==> config.mk <==
export PLATFORM = sky130hd
export DESIGN_NAME = fsync_4x4
export DESIGN_NICKNAME = d
export VERILOG_FILES = /design/src/hdl/fsync_pkg.sv /design/src/hdl/fsync_4x4.sv /design/src/hdl/fsync_leaf.sv /design/src/hdl/fsync_pipe.sv /design/src/hdl/fsync_root.sv
export SDC_FILE = /design/constraint.sdc
export NUM_CORES = 1
export LEC_CHECK = 0
export CAP_MARGIN = 20
export CORE_UTILIZATION = 60
export CTS_BUF_LIST = sky130_fd_sc_hd__clkbuf_4
export CTS_CLUSTER_SIZE = 10
export DETAILED_ROUTE_END_ITERATION = 16
export DONT_BUFFER_PORTS = 1
export PLACE_DENSITY = 0.79
export SETUP_SLACK_MARGIN = 0.02
export SLEW_MARGIN = 20
export SYNTH_ARGS = -nofsm -noshare
export SYNTH_HDL_FRONTEND = slang
export SYNTH_HIERARCHICAL = 1
export SYNTH_SLANG_ARGS = --single-unit
==> constraint.sdc <==
create_clock -name clk_i -period 1.9 [get_ports clk_i]
set_clock_uncertainty 0.2 [all_clocks]
set_input_delay 0.095 -clock clk_i [delete_from_list [all_inputs] [get_ports clk_i]]
set_output_delay 0.095 -clock clk_i [all_outputs]
set_load 0.01 [all_outputs]
==> src/hdl/fsync_pkg.sv <==
/* grid sizes, latency constants, level enum and the FSM state enums
   shared by the 4x4 barrier network */

package fsync_pkg;

  // --------------------------------------------------
  // grid geometry
  // --------------------------------------------------
  localparam int unsigned GRID_DIM  = 4;                    // CUs per row and per column
  localparam int unsigned N_CUS     = GRID_DIM * GRID_DIM;  // cu index = row*GRID_DIM + col
  localparam int unsigned QUAD_CUS  = 4;
  // quad = (row/2)*2 + col/2, local cu = (row%2)*2 + col%2
  localparam int unsigned N_QUADS   = N_CUS / QUAD_CUS;
  localparam int unsigned N_UP_LVLS = 2;                    // half and all, resolved in the root

  // --------------------------------------------------
  // pipeline and latency
  // --------------------------------------------------
  localparam int unsigned PIPE_STAGES   = 1;                  // per direction
  localparam int unsigned LOCAL_LATENCY = 1;
  // leaf FSM, pipe up, root ack, pipe down, wake register
  localparam int unsigned UP_LATENCY    = 3 + 2 * PIPE_STAGES;

  // barrier level requested by a CU
  typedef enum logic [1:0] {
    LVL_PAIR,  // horizontal pair in a quad
    LVL_QUAD,
    LVL_HALF,  // two quads side by side
    LVL_ALL
  } sync_lvl_e;

  // leaf upward handshake, one per upper level
  typedef enum logic [1:0] {
    ST_IDLE,
    ST_UP,
    ST_WAKE,
    ST_DROP
  } arrive_state_e;

  // root group state
  typedef enum logic {
    GRP_WAIT,
    GRP_ACK
  } group_state_e;

endpackage

==> src/hdl/fsync_4x4.sv <==
/* 4x4 barrier network top: maps grid CUs onto quad leaves,
   links the leaves to the root through the pipe */

`timescale 1ns/1ns

module fsync_4x4 (
  input  logic                           clk_i,
  input  logic                           rst_i,
  input  logic [fsync_pkg::N_CUS-1:0]    req_i,
  input  fsync_pkg::sync_lvl_e           lvl_i [fsync_pkg::N_CUS],
  output logic [fsync_pkg::N_CUS-1:0]    ack_o
);

  logic [fsync_pkg::N_QUADS-1:0][fsync_pkg::QUAD_CUS-1:0]  quad_req;
  logic [fsync_pkg::N_QUADS-1:0][fsync_pkg::QUAD_CUS-1:0]  quad_ack;
  fsync_pkg::sync_lvl_e quad_lvl [fsync_pkg::N_QUADS][fsync_pkg::QUAD_CUS];

  logic [fsync_pkg::N_QUADS-1:0][fsync_pkg::N_UP_LVLS-1:0] leaf_up_req;
  logic [fsync_pkg::N_QUADS-1:0][fsync_pkg::N_UP_LVLS-1:0] leaf_up_ack;
  logic [fsync_pkg::N_QUADS-1:0][fsync_pkg::N_UP_LVLS-1:0] root_up_req;
  logic [fsync_pkg::N_QUADS-1:0][fsync_pkg::N_UP_LVLS-1:0] root_ack;

  // --------------------------------------------------
  // grid to quad mapping
  // --------------------------------------------------
  for (genvar r = 0; r < fsync_pkg::GRID_DIM; r++) begin : gen_row
    for (genvar c = 0; c < fsync_pkg::GRID_DIM; c++) begin : gen_col
      // quad from the upper row/col bits, local cu from the lower ones
      assign quad_req[(r/2)*(fsync_pkg::GRID_DIM/2) + c/2][(r%2)*2 + c%2] =
        req_i[r*fsync_pkg::GRID_DIM + c];
      assign quad_lvl[(r/2)*(fsync_pkg::GRID_DIM/2) + c/2][(r%2)*2 + c%2] =
        lvl_i[r*fsync_pkg::GRID_DIM + c];
      assign ack_o[r*fsync_pkg::GRID_DIM + c] =
        quad_ack[(r/2)*(fsync_pkg::GRID_DIM/2) + c/2][(r%2)*2 + c%2];
    end
  end

  // --------------------------------------------------
  // leaves, pipe, root
  // --------------------------------------------------
  for (genvar q = 0; q < fsync_pkg::N_QUADS; q++) begin : gen_leaf
    fsync_leaf i_leaf (
      .clk_i    ( clk_i          ),
      .rst_i    ( rst_i          ),
      .req_i    ( quad_req[q]    ),
      .lvl_i    ( quad_lvl[q]    ),
      .ack_o    ( quad_ack[q]    ),
      .up_req_o ( leaf_up_req[q] ),
      .up_ack_i ( leaf_up_ack[q] )
    );
  end

  fsync_pipe i_pipe (
    .clk_i    ( clk_i       ),
    .rst_i    ( rst_i       ),
    .up_req_i ( leaf_up_req ),
    .up_req_o ( root_up_req ),
    .dn_ack_i ( root_ack    ),
    .dn_ack_o ( leaf_up_ack )
  );

  fsync_root i_root (
    .clk_i    ( clk_i       ),
    .rst_i    ( rst_i       ),
    .up_req_i ( root_up_req ),
    .ack_o    ( root_ack    )  // top of the tree
  );

endmodule

==> src/hdl/fsync_leaf.sv <==
/* quad leaf node: registers four CU requests, resolves pair and quad barriers
   and runs the four-phase handshake towards the root for the upper levels */

`timescale 1ns/1ns

module fsync_leaf (
  input  logic                                  clk_i,
  input  logic                                  rst_i,
  input  logic [fsync_pkg::QUAD_CUS-1:0]        req_i,
  input  fsync_pkg::sync_lvl_e                  lvl_i [fsync_pkg::QUAD_CUS],
  output logic [fsync_pkg::QUAD_CUS-1:0]        ack_o,
  output logic [fsync_pkg::N_UP_LVLS-1:0]       up_req_o,
  input  logic [fsync_pkg::N_UP_LVLS-1:0]       up_ack_i
);

  logic [fsync_pkg::QUAD_CUS-1:0]  req_q;
  logic [fsync_pkg::QUAD_CUS-1:0]  wake_q;
  logic [fsync_pkg::QUAD_CUS-1:0]  fresh;    // requesting and not yet woken
  logic [fsync_pkg::QUAD_CUS-1:0]  set_cu;
  fsync_pkg::sync_lvl_e            lvl_q [fsync_pkg::QUAD_CUS];
  logic                            quad_all;
  logic [fsync_pkg::N_UP_LVLS-1:0] arrive;
  logic [fsync_pkg::N_UP_LVLS-1:0] held;     // some CU still holds a woken request
  fsync_pkg::arrive_state_e        state_q [fsync_pkg::N_UP_LVLS];
  fsync_pkg::arrive_state_e        state_d [fsync_pkg::N_UP_LVLS];

  // --------------------------------------------------
  // input register
  // --------------------------------------------------
  always_ff @(posedge clk_i) begin
    if (rst_i) begin
      req_q <= '0;
    end else begin
      req_q <= req_i;
    end
  end

  always_ff @(posedge clk_i) begin
    lvl_q <= lvl_i;
  end

  assign fresh = req_q & ~wake_q;

  // --------------------------------------------------
  // group completion
  // --------------------------------------------------
  always_comb begin
    quad_all = 1'b1;
    arrive   = '1;
    held     = '0;
    for (int i = 0; i < fsync_pkg::QUAD_CUS; i++) begin
      if (!fresh[i] || lvl_q[i] != fsync_pkg::LVL_QUAD) quad_all = 1'b0;
      for (int l = 0; l < fsync_pkg::N_UP_LVLS; l++) begin
        // upper level index l stands for LVL_HALF + l
        if (!fresh[i] || int'(lvl_q[i]) != int'(fsync_pkg::LVL_HALF) + l) arrive[l] = 1'b0;
        if (wake_q[i] && int'(lvl_q[i]) == int'(fsync_pkg::LVL_HALF) + l) held[l] = 1'b1;
      end
    end

    for (int i = 0; i < fsync_pkg::QUAD_CUS; i++) begin
      // partner of a pair sits in the same row, local index differs in bit 0
      set_cu[i] = (lvl_q[i] == fsync_pkg::LVL_PAIR && fresh[i ^ 1] &&
                   lvl_q[i ^ 1] == fsync_pkg::LVL_PAIR) ||
                  (lvl_q[i] == fsync_pkg::LVL_QUAD && quad_all);
      for (int l = 0; l < fsync_pkg::N_UP_LVLS; l++) begin
        if (int'(lvl_q[i]) == int'(fsync_pkg::LVL_HALF) + l &&
            state_q[l] == fsync_pkg::ST_UP && up_ack_i[l]) begin
          set_cu[i] = 1'b1;
        end
      end
      set_cu[i] = set_cu[i] && fresh[i];
    end
  end

  // wake stays up until the CU releases its request
  always_ff @(posedge clk_i) begin
    if (rst_i) begin
      wake_q <= '0;
    end else begin
      wake_q <= req_q & (wake_q | set_cu);
    end
  end

  assign ack_o = wake_q;

  // --------------------------------------------------
  // upward handshake FSMs
  // --------------------------------------------------
  always_comb begin
    for (int l = 0; l < fsync_pkg::N_UP_LVLS; l++) begin
      state_d[l] = state_q[l];
      case (state_q[l])
        fsync_pkg::ST_IDLE: if (arrive[l])    state_d[l] = fsync_pkg::ST_UP;
        fsync_pkg::ST_UP:   if (up_ack_i[l])  state_d[l] = fsync_pkg::ST_WAKE;
        fsync_pkg::ST_WAKE: if (!held[l])     state_d[l] = fsync_pkg::ST_DROP;
        fsync_pkg::ST_DROP: if (!up_ack_i[l]) state_d[l] = fsync_pkg::ST_IDLE;
        default:                              state_d[l] = fsync_pkg::ST_IDLE;
      endcase
      // request held up to the root until the local CUs let go
      up_req_o[l] = state_q[l] == fsync_pkg::ST_UP || state_q[l] == fsync_pkg::ST_WAKE;
    end
  end

  always_ff @(posedge clk_i) begin
    if (rst_i) begin
      for (int l = 0; l < fsync_pkg::N_UP_LVLS; l++) begin
        state_q[l] <= fsync_pkg::ST_IDLE;
      end
    end else begin
      state_q <= state_d;
    end
  end

endmodule

==> src/hdl/fsync_pipe.sv <==
/* register pipeline between the quad leaves and the root,
   requests travel up and acknowledges down through the same stages */

`timescale 1ns/1ns

module fsync_pipe (
  input  logic                                                      clk_i,
  input  logic                                                      rst_i,
  input  logic [fsync_pkg::N_QUADS-1:0][fsync_pkg::N_UP_LVLS-1:0]   up_req_i,
  output logic [fsync_pkg::N_QUADS-1:0][fsync_pkg::N_UP_LVLS-1:0]   up_req_o,
  input  logic [fsync_pkg::N_QUADS-1:0][fsync_pkg::N_UP_LVLS-1:0]   dn_ack_i,
  output logic [fsync_pkg::N_QUADS-1:0][fsync_pkg::N_UP_LVLS-1:0]   dn_ack_o
);

  // both directions side by side, upper half carries the requests
  logic [1:0][fsync_pkg::N_QUADS-1:0][fsync_pkg::N_UP_LVLS-1:0] stage_q [fsync_pkg::PIPE_STAGES];

  always_ff @(posedge clk_i) begin
    if (rst_i) begin
      for (int s = 0; s < fsync_pkg::PIPE_STAGES; s++) begin
        stage_q[s] <= '0;
      end
    end else begin
      stage_q[0] <= {up_req_i, dn_ack_i};
      for (int s = 1; s < fsync_pkg::PIPE_STAGES; s++) begin
        stage_q[s] <= stage_q[s-1];
      end
    end
  end

  assign {up_req_o, dn_ack_o} = stage_q[fsync_pkg::PIPE_STAGES-1];

endmodule

==> src/hdl/fsync_root.sv <==
/* root node: one group FSM per half for level 2 and one for level 3,
   acknowledges fan back out to every member quad */

`timescale 1ns/1ns

module fsync_root (
  input  logic                                                      clk_i,
  input  logic                                                      rst_i,
  input  logic [fsync_pkg::N_QUADS-1:0][fsync_pkg::N_UP_LVLS-1:0]   up_req_i,
  output logic [fsync_pkg::N_QUADS-1:0][fsync_pkg::N_UP_LVLS-1:0]   ack_o
);

  // groups 0 .. N_QUADS/2-1 are the halves, group N_QUADS/2 is the whole grid
  logic [fsync_pkg::N_QUADS/2:0] grp_hi;  // all members requesting
  logic [fsync_pkg::N_QUADS/2:0] grp_lo;  // all members released
  fsync_pkg::group_state_e       grp_q [fsync_pkg::N_QUADS/2+1];

  function automatic fsync_pkg::group_state_e grp_next(fsync_pkg::group_state_e st,
                                                       logic hi, logic lo);
    if (st == fsync_pkg::GRP_WAIT && hi) return fsync_pkg::GRP_ACK;
    if (st == fsync_pkg::GRP_ACK && lo) return fsync_pkg::GRP_WAIT;
    return st;
  endfunction

  // --------------------------------------------------
  // member collection
  // --------------------------------------------------
  always_comb begin
    grp_hi = '1;
    grp_lo = '1;
    for (int q = 0; q < fsync_pkg::N_QUADS; q++) begin
      if (!up_req_i[q][0]) grp_hi[q/2] = 1'b0;  // quads 0,1 top, 2,3 bottom
      if (up_req_i[q][0])  grp_lo[q/2] = 1'b0;
      if (!up_req_i[q][1]) grp_hi[fsync_pkg::N_QUADS/2] = 1'b0;
      if (up_req_i[q][1])  grp_lo[fsync_pkg::N_QUADS/2] = 1'b0;
    end
  end

  always_ff @(posedge clk_i) begin
    for (int g = 0; g <= fsync_pkg::N_QUADS/2; g++) begin
      if (rst_i) begin
        grp_q[g] <= fsync_pkg::GRP_WAIT;
      end else begin
        grp_q[g] <= grp_next(grp_q[g], grp_hi[g], grp_lo[g]);
      end
    end
  end

  // --------------------------------------------------
  // acknowledge fan-out
  // --------------------------------------------------
  always_comb begin
    for (int q = 0; q < fsync_pkg::N_QUADS; q++) begin
      ack_o[q][0] = grp_q[q/2] == fsync_pkg::GRP_ACK;
      ack_o[q][1] = grp_q[fsync_pkg::N_QUADS/2] == fsync_pkg::GRP_ACK;
    end
  end

endmodule

# ---- Word-level counts from Yosys, hierarchy flattened
# Memory sizes are Yosys's and may differ from the RTL's.
# Index checks and enable logic that the tools add are counted.
dict set report word_totals {
  regBits 80
  latchBits 0
  ram_bits 19
  romBits 0
  in_bits 50
  out_inout_bits 16
  elab_cells 701
  mem_count 2
}
# memory depth width rd rd_clocked_by_memory_dff write_ports line_no
set mem_list {}
lappend mem_list {i_pipe.stage_q 1 16 1 0 1 fsync_pipe.sv:16} ;# logic [1:0][fsync_pkg::N_QUADS-1:0][fsync_pkg::N_UP_LVLS-1:0] stage_q [fsync_pkg::PIPE_STAGES];
lappend mem_list {i_root.grp_q 3 1 3 0 3 fsync_root.sv:16} ;# fsync_pkg::group_state_e grp_q [fsync_pkg::N_QUADS/2+1];
dict set report op_classes {
  add_sub_neg 0
  n_mul 0
  div_mod_pow 0
  n_lt_le_gt_ge 0
  eq_ne 152
  shifts 0
  muxes 206
  bitwise_logic 22
  n_reduce_logical 287
}
# operator n
set op_table {}
lappend op_table {{$logic_and A1 B1 Y1} 166}
lappend op_table {{$mux W1} 165}
lappend op_table {{$ne A2 B1 Y1 const B} 48}
lappend op_table {{$eq A2 B1 Y1 const B} 40}
lappend op_table {{$logic_or A1 B1 Y1} 72}
lappend op_table {{$eq A2 B2 Y1 const B} 32}
lappend op_table {{$mux W2} 32}
lappend op_table {{$ne A2 B2 Y1 const B} 32}
lappend op_table {{$pmux W2 S4} 8}
lappend op_table {{$logic_not A2 Y1} 24}
lappend op_table {{$and A4 B4 Y4} 8}
lappend op_table {{$reduce_and A4 Y1} 8}
lappend op_table {{$logic_not A1 Y1} 16}
lappend op_table {{$mux W16} 1}
lappend op_table {{$not A4 Y4} 4}
lappend op_table {{$or A4 B4 Y4} 4}
lappend op_table {{$reduce_or A16 Y1} 1}
lappend op_table {{$not A1 Y1} 3}
lappend op_table {{$or A1 B1 Y1} 3}

# ---- Longest topological paths before layout
dict set report depth {
  ltp_word 15
  mapped_depth 6
  mapped_depth_nobuf 6
}

# ---- Hierarchy
# Netlist, hierarchy kept.
# mod instances cells_per_inst area_per_inst_um2 seq_area_each_um2
set modules_own_cells {}
lappend modules_own_cells {fsync_leaf 4 107 1004.7 400.4}
lappend modules_own_cells {fsync_pipe 1 33 464.2 320.3}
lappend modules_own_cells {fsync_root 1 20 175.2 60.1}

# ---- Worst setup path after synthesis
# No wires, ideal clock.
dict set report synth_timing {
  path_kind {reg2reg}
  start {register gen_leaf[0].i_leaf/lvl_q[6] (netlist bit)}
  end {register gen_leaf[0].i_leaf/state_q[2] (netlist bit)}
  arrival_ns 1.823
  required_ns 1.614
  path_slack_ns -0.209
  stages_incl_launch_ff 5
  path_buffers 0
  synth_period_minus_slack_ns 2.109
  cell_sequence {dfxtp_1 or4_1 or4_1 a221o_1 a211oi_1}
}
dict set report synth_between {
  elab_chain_len 8
  elab_cells_between_ends 15
  classes_between {eq/ne: 4; mux: 8; reduce/logical: 3}
}
# item line_no
set synth_lines {}
lappend synth_lines {{start, declared} fsync_leaf.sv:20} ;# fsync_pkg::sync_lvl_e lvl_q [fsync_pkg::QUAD_CUS];
lappend synth_lines {{start signal, assigned} fsync_leaf.sv:39} ;# lvl_q <= lvl_i;
lappend synth_lines {{$eq A2 B2 Y1 or $ne A2 B2 Y1 (tied branches)} {fsync_leaf.sv:56, fsync_leaf.sv:55}}
lappend synth_lines {{$logic_and A1 B1 Y1 or $logic_or A1 B1 Y1 (tied branches)} {fsync_leaf.sv:56, fsync_leaf.sv:55}}
lappend synth_lines {{$mux W1, on equally long branches (4 in series)} {fsync_leaf.sv:56, fsync_leaf.sv:55}}
lappend synth_lines {{$ne A2 B2 Y1 (no line) or $ne A2 B1 Y1 (tied branches)} --}
lappend synth_lines {{$reduce_and A4 Y1 (no line) *} --}
lappend synth_lines {{end signal, assigned by index} fsync_leaf.sv:107} ;# state_q[l] <= fsync_pkg::ST_IDLE;
lappend synth_lines {{end signal, assigned} fsync_leaf.sv:110} ;# state_q <= state_d;
lappend synth_lines {{end, declared} fsync_leaf.sv:24} ;# fsync_pkg::arrive_state_e state_q [fsync_pkg::N_UP_LVLS];
# Mark *: on every way between the ends. The rest lies on a longest branch, timed or not.
# A chain may end at the register's enable or synchronous reset.

# ---- Worst setup path in the final report
dict set report layout_timing {
  start {register gen_leaf[3].i_leaf/lvl_q[6] (netlist bit)}
  end {register gen_leaf[3].i_leaf/state_q[2] (netlist bit)}
}
dict set report layout_between {
  elab_chain_len 8
  elab_cells_between_ends 15
  classes_between {eq/ne: 4; mux: 8; reduce/logical: 3}
}
# item line_no
set layout_lines {}
lappend layout_lines {{start, declared} fsync_leaf.sv:20}
lappend layout_lines {{start signal, assigned} fsync_leaf.sv:39}
lappend layout_lines {{$eq A2 B2 Y1 or $ne A2 B2 Y1 (tied branches)} {fsync_leaf.sv:56, fsync_leaf.sv:55}}
lappend layout_lines {{$logic_and A1 B1 Y1 or $logic_or A1 B1 Y1 (tied branches)} {fsync_leaf.sv:56, fsync_leaf.sv:55}}
lappend layout_lines {{$mux W1, on equally long branches (4 in series)} {fsync_leaf.sv:56, fsync_leaf.sv:55}}
lappend layout_lines {{$ne A2 B2 Y1 (no line) or $ne A2 B1 Y1 (tied branches)} --}
lappend layout_lines {{$reduce_and A4 Y1 (no line) *} --}
lappend layout_lines {{end signal, assigned by index} fsync_leaf.sv:107}
lappend layout_lines {{end signal, assigned} fsync_leaf.sv:110}
lappend layout_lines {{end, declared} fsync_leaf.sv:24}
# Marked as above.

==> flow_summary.ini <==
[synthesis]
syn_area_um2 = 4660
ys_types = 33
ys.flop_type = dfxtp_1
syn_nets = 571
synth_cells = 481
postSynth.asyncResetShare = 0
yosysWarnings = 6
synth_edf_count = 0
seq_area_frac_synth = 0.425
ys_seq_elements = 99
avgSynthCellArea_um2 = 9.68

[critical_path]
reg2reg_to = gen_leaf[3].i_leaf/state_q[2]
r2r-start = gen_leaf[3].i_leaf/lvl_q[6]
arrival_ns = 2.35
critPathLaunchType = flop
reg2reg_slack_ns = -0.29
path_class = reg -> reg
crit_path_max_fanout = 2
critPathRequiredTime_ns = 2.06
worst_setup_path_end_kind = flop
ff2ff_path_depth = 4

[grt]
grt_pass1_vias = 4303
overflow = 0
antenna_found_initial = 0
grt_start_max_net_pins = 76
grt.total_usage = 0.313
grt_pass1_wl_um = 20300

[job]
cap_violations = 0

[min_path]
hp-class = in -> reg
holdCritStartpoint = req_i[4]
min_to = gen_leaf[0].i_leaf/req_q[2]
worstHoldPathCells = 2

[cells_and_area]
drive_above_1_share = 0.218
postLayoutCoreUtil = 0.858
fin_area_um2 = 6330
area.growth.synth_to_final_pct = 35.8
num_antenna_cells = 0
layout.nets = 708

[timing]
finalMaxSlewViolations = 0
max-slew-margin-rel = 0.703
fin_ws_ns = -0.294
hold_viol_final = 0
period_needed_ns = 2.19
fmax_ghz = 0.456
setup_viol = 14
rsz0062_at_grt = yes
fin_crit_sh = 1.15
tightestPinTransition_ns = 0.441

[die]
die_h_um = 90.1
die_w_um = 90.1
design.portCount = 66
start_util = 0.632
coreArea_um2 = 7370
dieArea_um2 = 8120
rows = 31

[detailed_routing]
drt_iter0_markers = 268
wire_per_inst_um = 18.2
vias_per_cell = 6.06
wl_met2_um = 6800
route.met3.wl_um = 831
maxUsedRoutingLayer = met4
routed-via-count = 4374
wl_met1_um = 4810
drt_first_pass_iters = 7
drc = 0
postRouteAntennaNets = 0
routed_wirelength_um = 13100

[clocking]
clock-root-buffer = clkbuf_4
cts_max_level = 3
insertion_delay_ns = 0.44
clkTransAtPathRegs_ns = 0.16
ctsLongestPathBuffers = 2
cts_tree = yes
cts.sinks = 99
cts_buffers = 9

[placement]
port-buffer-count = 0
dpl_cell_area_um2 = 5120
dp_hpwl_um = 6850
preCtsSetupSlack_ns = -0.271
routabilityCongestion = 0.930

[run_status]
run_status = finished, violations left
violations = negative setup slack

[power]
ir_worst_vdd_v = 0.000432
power_density_nw_per_um2 = 699
power_leakage_uw = 0.00244
==> synth_stat cells (all sizes together), types with 5 or more instances <==
cell type / n / area, um2
or4: 16 / 120
dfxtp: 99 / 1980
mux2i: 12 / 120
and2b: 6 / 52.6
a31oi: 20 / 125
a311oi: 16 / 140
buf: 17 / 131
nor2b: 26 / 180
nand2: 26 / 97.6
ha: 40 / 500
inv: 52 / 195
nand3: 32 / 160
nand4: 9 / 56.3
nor4: 8 / 50.1
nand4bb: 8 / 90.1
o21ai: 18 / 90.1
nand3b: 12 / 90.1
o41ai: 5 / 51.3
nand2b: 16 / 100
==> where the power goes <==
part	switching, uW	internal (uW)
Clock	716	534
Combinational	423	453
Sequential	90.7	2200
Total	1230	3190
==> cell families after synthesis <==
kind of cell | synth area share
buffers and inverters | 0.0733
and+or+nand+nor | 0.223
muxes | 0.0355
DFF | 0.425
AOI/OAI and AO/OA | 0.136
adders and majority gates | 0.107
==> how the worst max path moves through the flow <==
stage	start	end	slack (ns)	cells after the start
after global routing	gen_leaf[3].i_leaf/lvl_q[6]	gen_leaf[3].i_leaf/state_q[2]	-0.33	4
after global placement	gen_leaf[1].i_leaf/lvl_q[6]	gen_leaf[1].i_leaf/state_q[2]	-0.19	4
after CTS	gen_leaf[2].i_leaf/lvl_q[6]	gen_leaf[2].i_leaf/state_q[2]	-0.28	4
final	gen_leaf[3].i_leaf/lvl_q[6]	gen_leaf[3].i_leaf/state_q[2]	-0.29	4
after detailed placement	gen_leaf[2].i_leaf/lvl_q[6]	gen_leaf[2].i_leaf/state_q[2]	-0.27	4
after floorplan	gen_leaf[0].i_leaf/lvl_q[6]	gen_leaf[0].i_leaf/state_q[2]	-0.16	4
==> repair_timing <==
action,in CTS,in global routing
hold buffers,82,0
gates resized for setup,19,22
setup buffers,0,1
setup endpoints to repair,18,30
endpoints found under the hold margin,99,0
pin swaps,8,9
==> sequential cells by signal, indices dropped and copies added (netlist names) <==
register	count
gen_leaf.i_leaf/req_q	16
gen_leaf.i_leaf/ack_o	16
gen_leaf.i_leaf/state_q	16
i_root/grp_q	3
i_pipe/stage_q	16
gen_leaf.i_leaf/lvl_q	32
==> cell usage in the layout (no fill, tap or decap), types with 11 or more instances in the layout <==
cell	Yosys	layout
or4_4	0	11
nand2b_1	16	16
a311oi_1	16	13
ha_1	40	40
a31oi_1	20	20
dfxtp_1	99	91
o21ai_0	18	18
nand2_1	26	26
mux2i_1	12	11
inv_1	52	52
nor2b_1	19	19
nand3b_1	12	12
buf_4	16	65
dlygate4sd3_1	0	81
nand3_1	32	32
==> critical path: stages (launching register included) <==
cell and delay, ns:
dfxtp_2 0.36, or4_4 0.53, or4_4 0.45, a221o_1 0.39, a211oi_2 0.19
==> per-layer routing <==
layer / GRT usage / vias to the layer above
li1: - / 2009
met1: 0.333 / 2022
met2: 0.586 / 269
met3: 0.0474 / 74
met4: 0.173 / 0
met5: 0 / -
==> per-stage QoR <==
stage / TNS, ns / total power (uW) / cells / hold slack, ns
finish: -2.24 / 4420 / 722 / 0.118
global route: -2.82 / 4570 / 722 / 0.125
CTS: -1.93 / 4300 / 721 / 0.0833
detailed placement: -1.65 / 2900 / 623 / -0.0772
global placement: -1.27 / 2850 / 623 / -0.0772
floorplan: -1.08 / 2780 / 481 / -0.0773
==> layout make-up <==
| class | instances | area (um2) |
|---|---|---|
| timing repair buffer | 147 | 1330 |
| clock inverter | 7 | 91.3 |
| inverter | 52 | 195 |
| fill | 380 | 1040 |
| multi-input combinational | 309 | 2530 |
| sequential | 99 | 1990 |
| clock buffer | 9 | 67.6 |
| tap | 99 | 124 |
(Power assumes the default switching activity.)
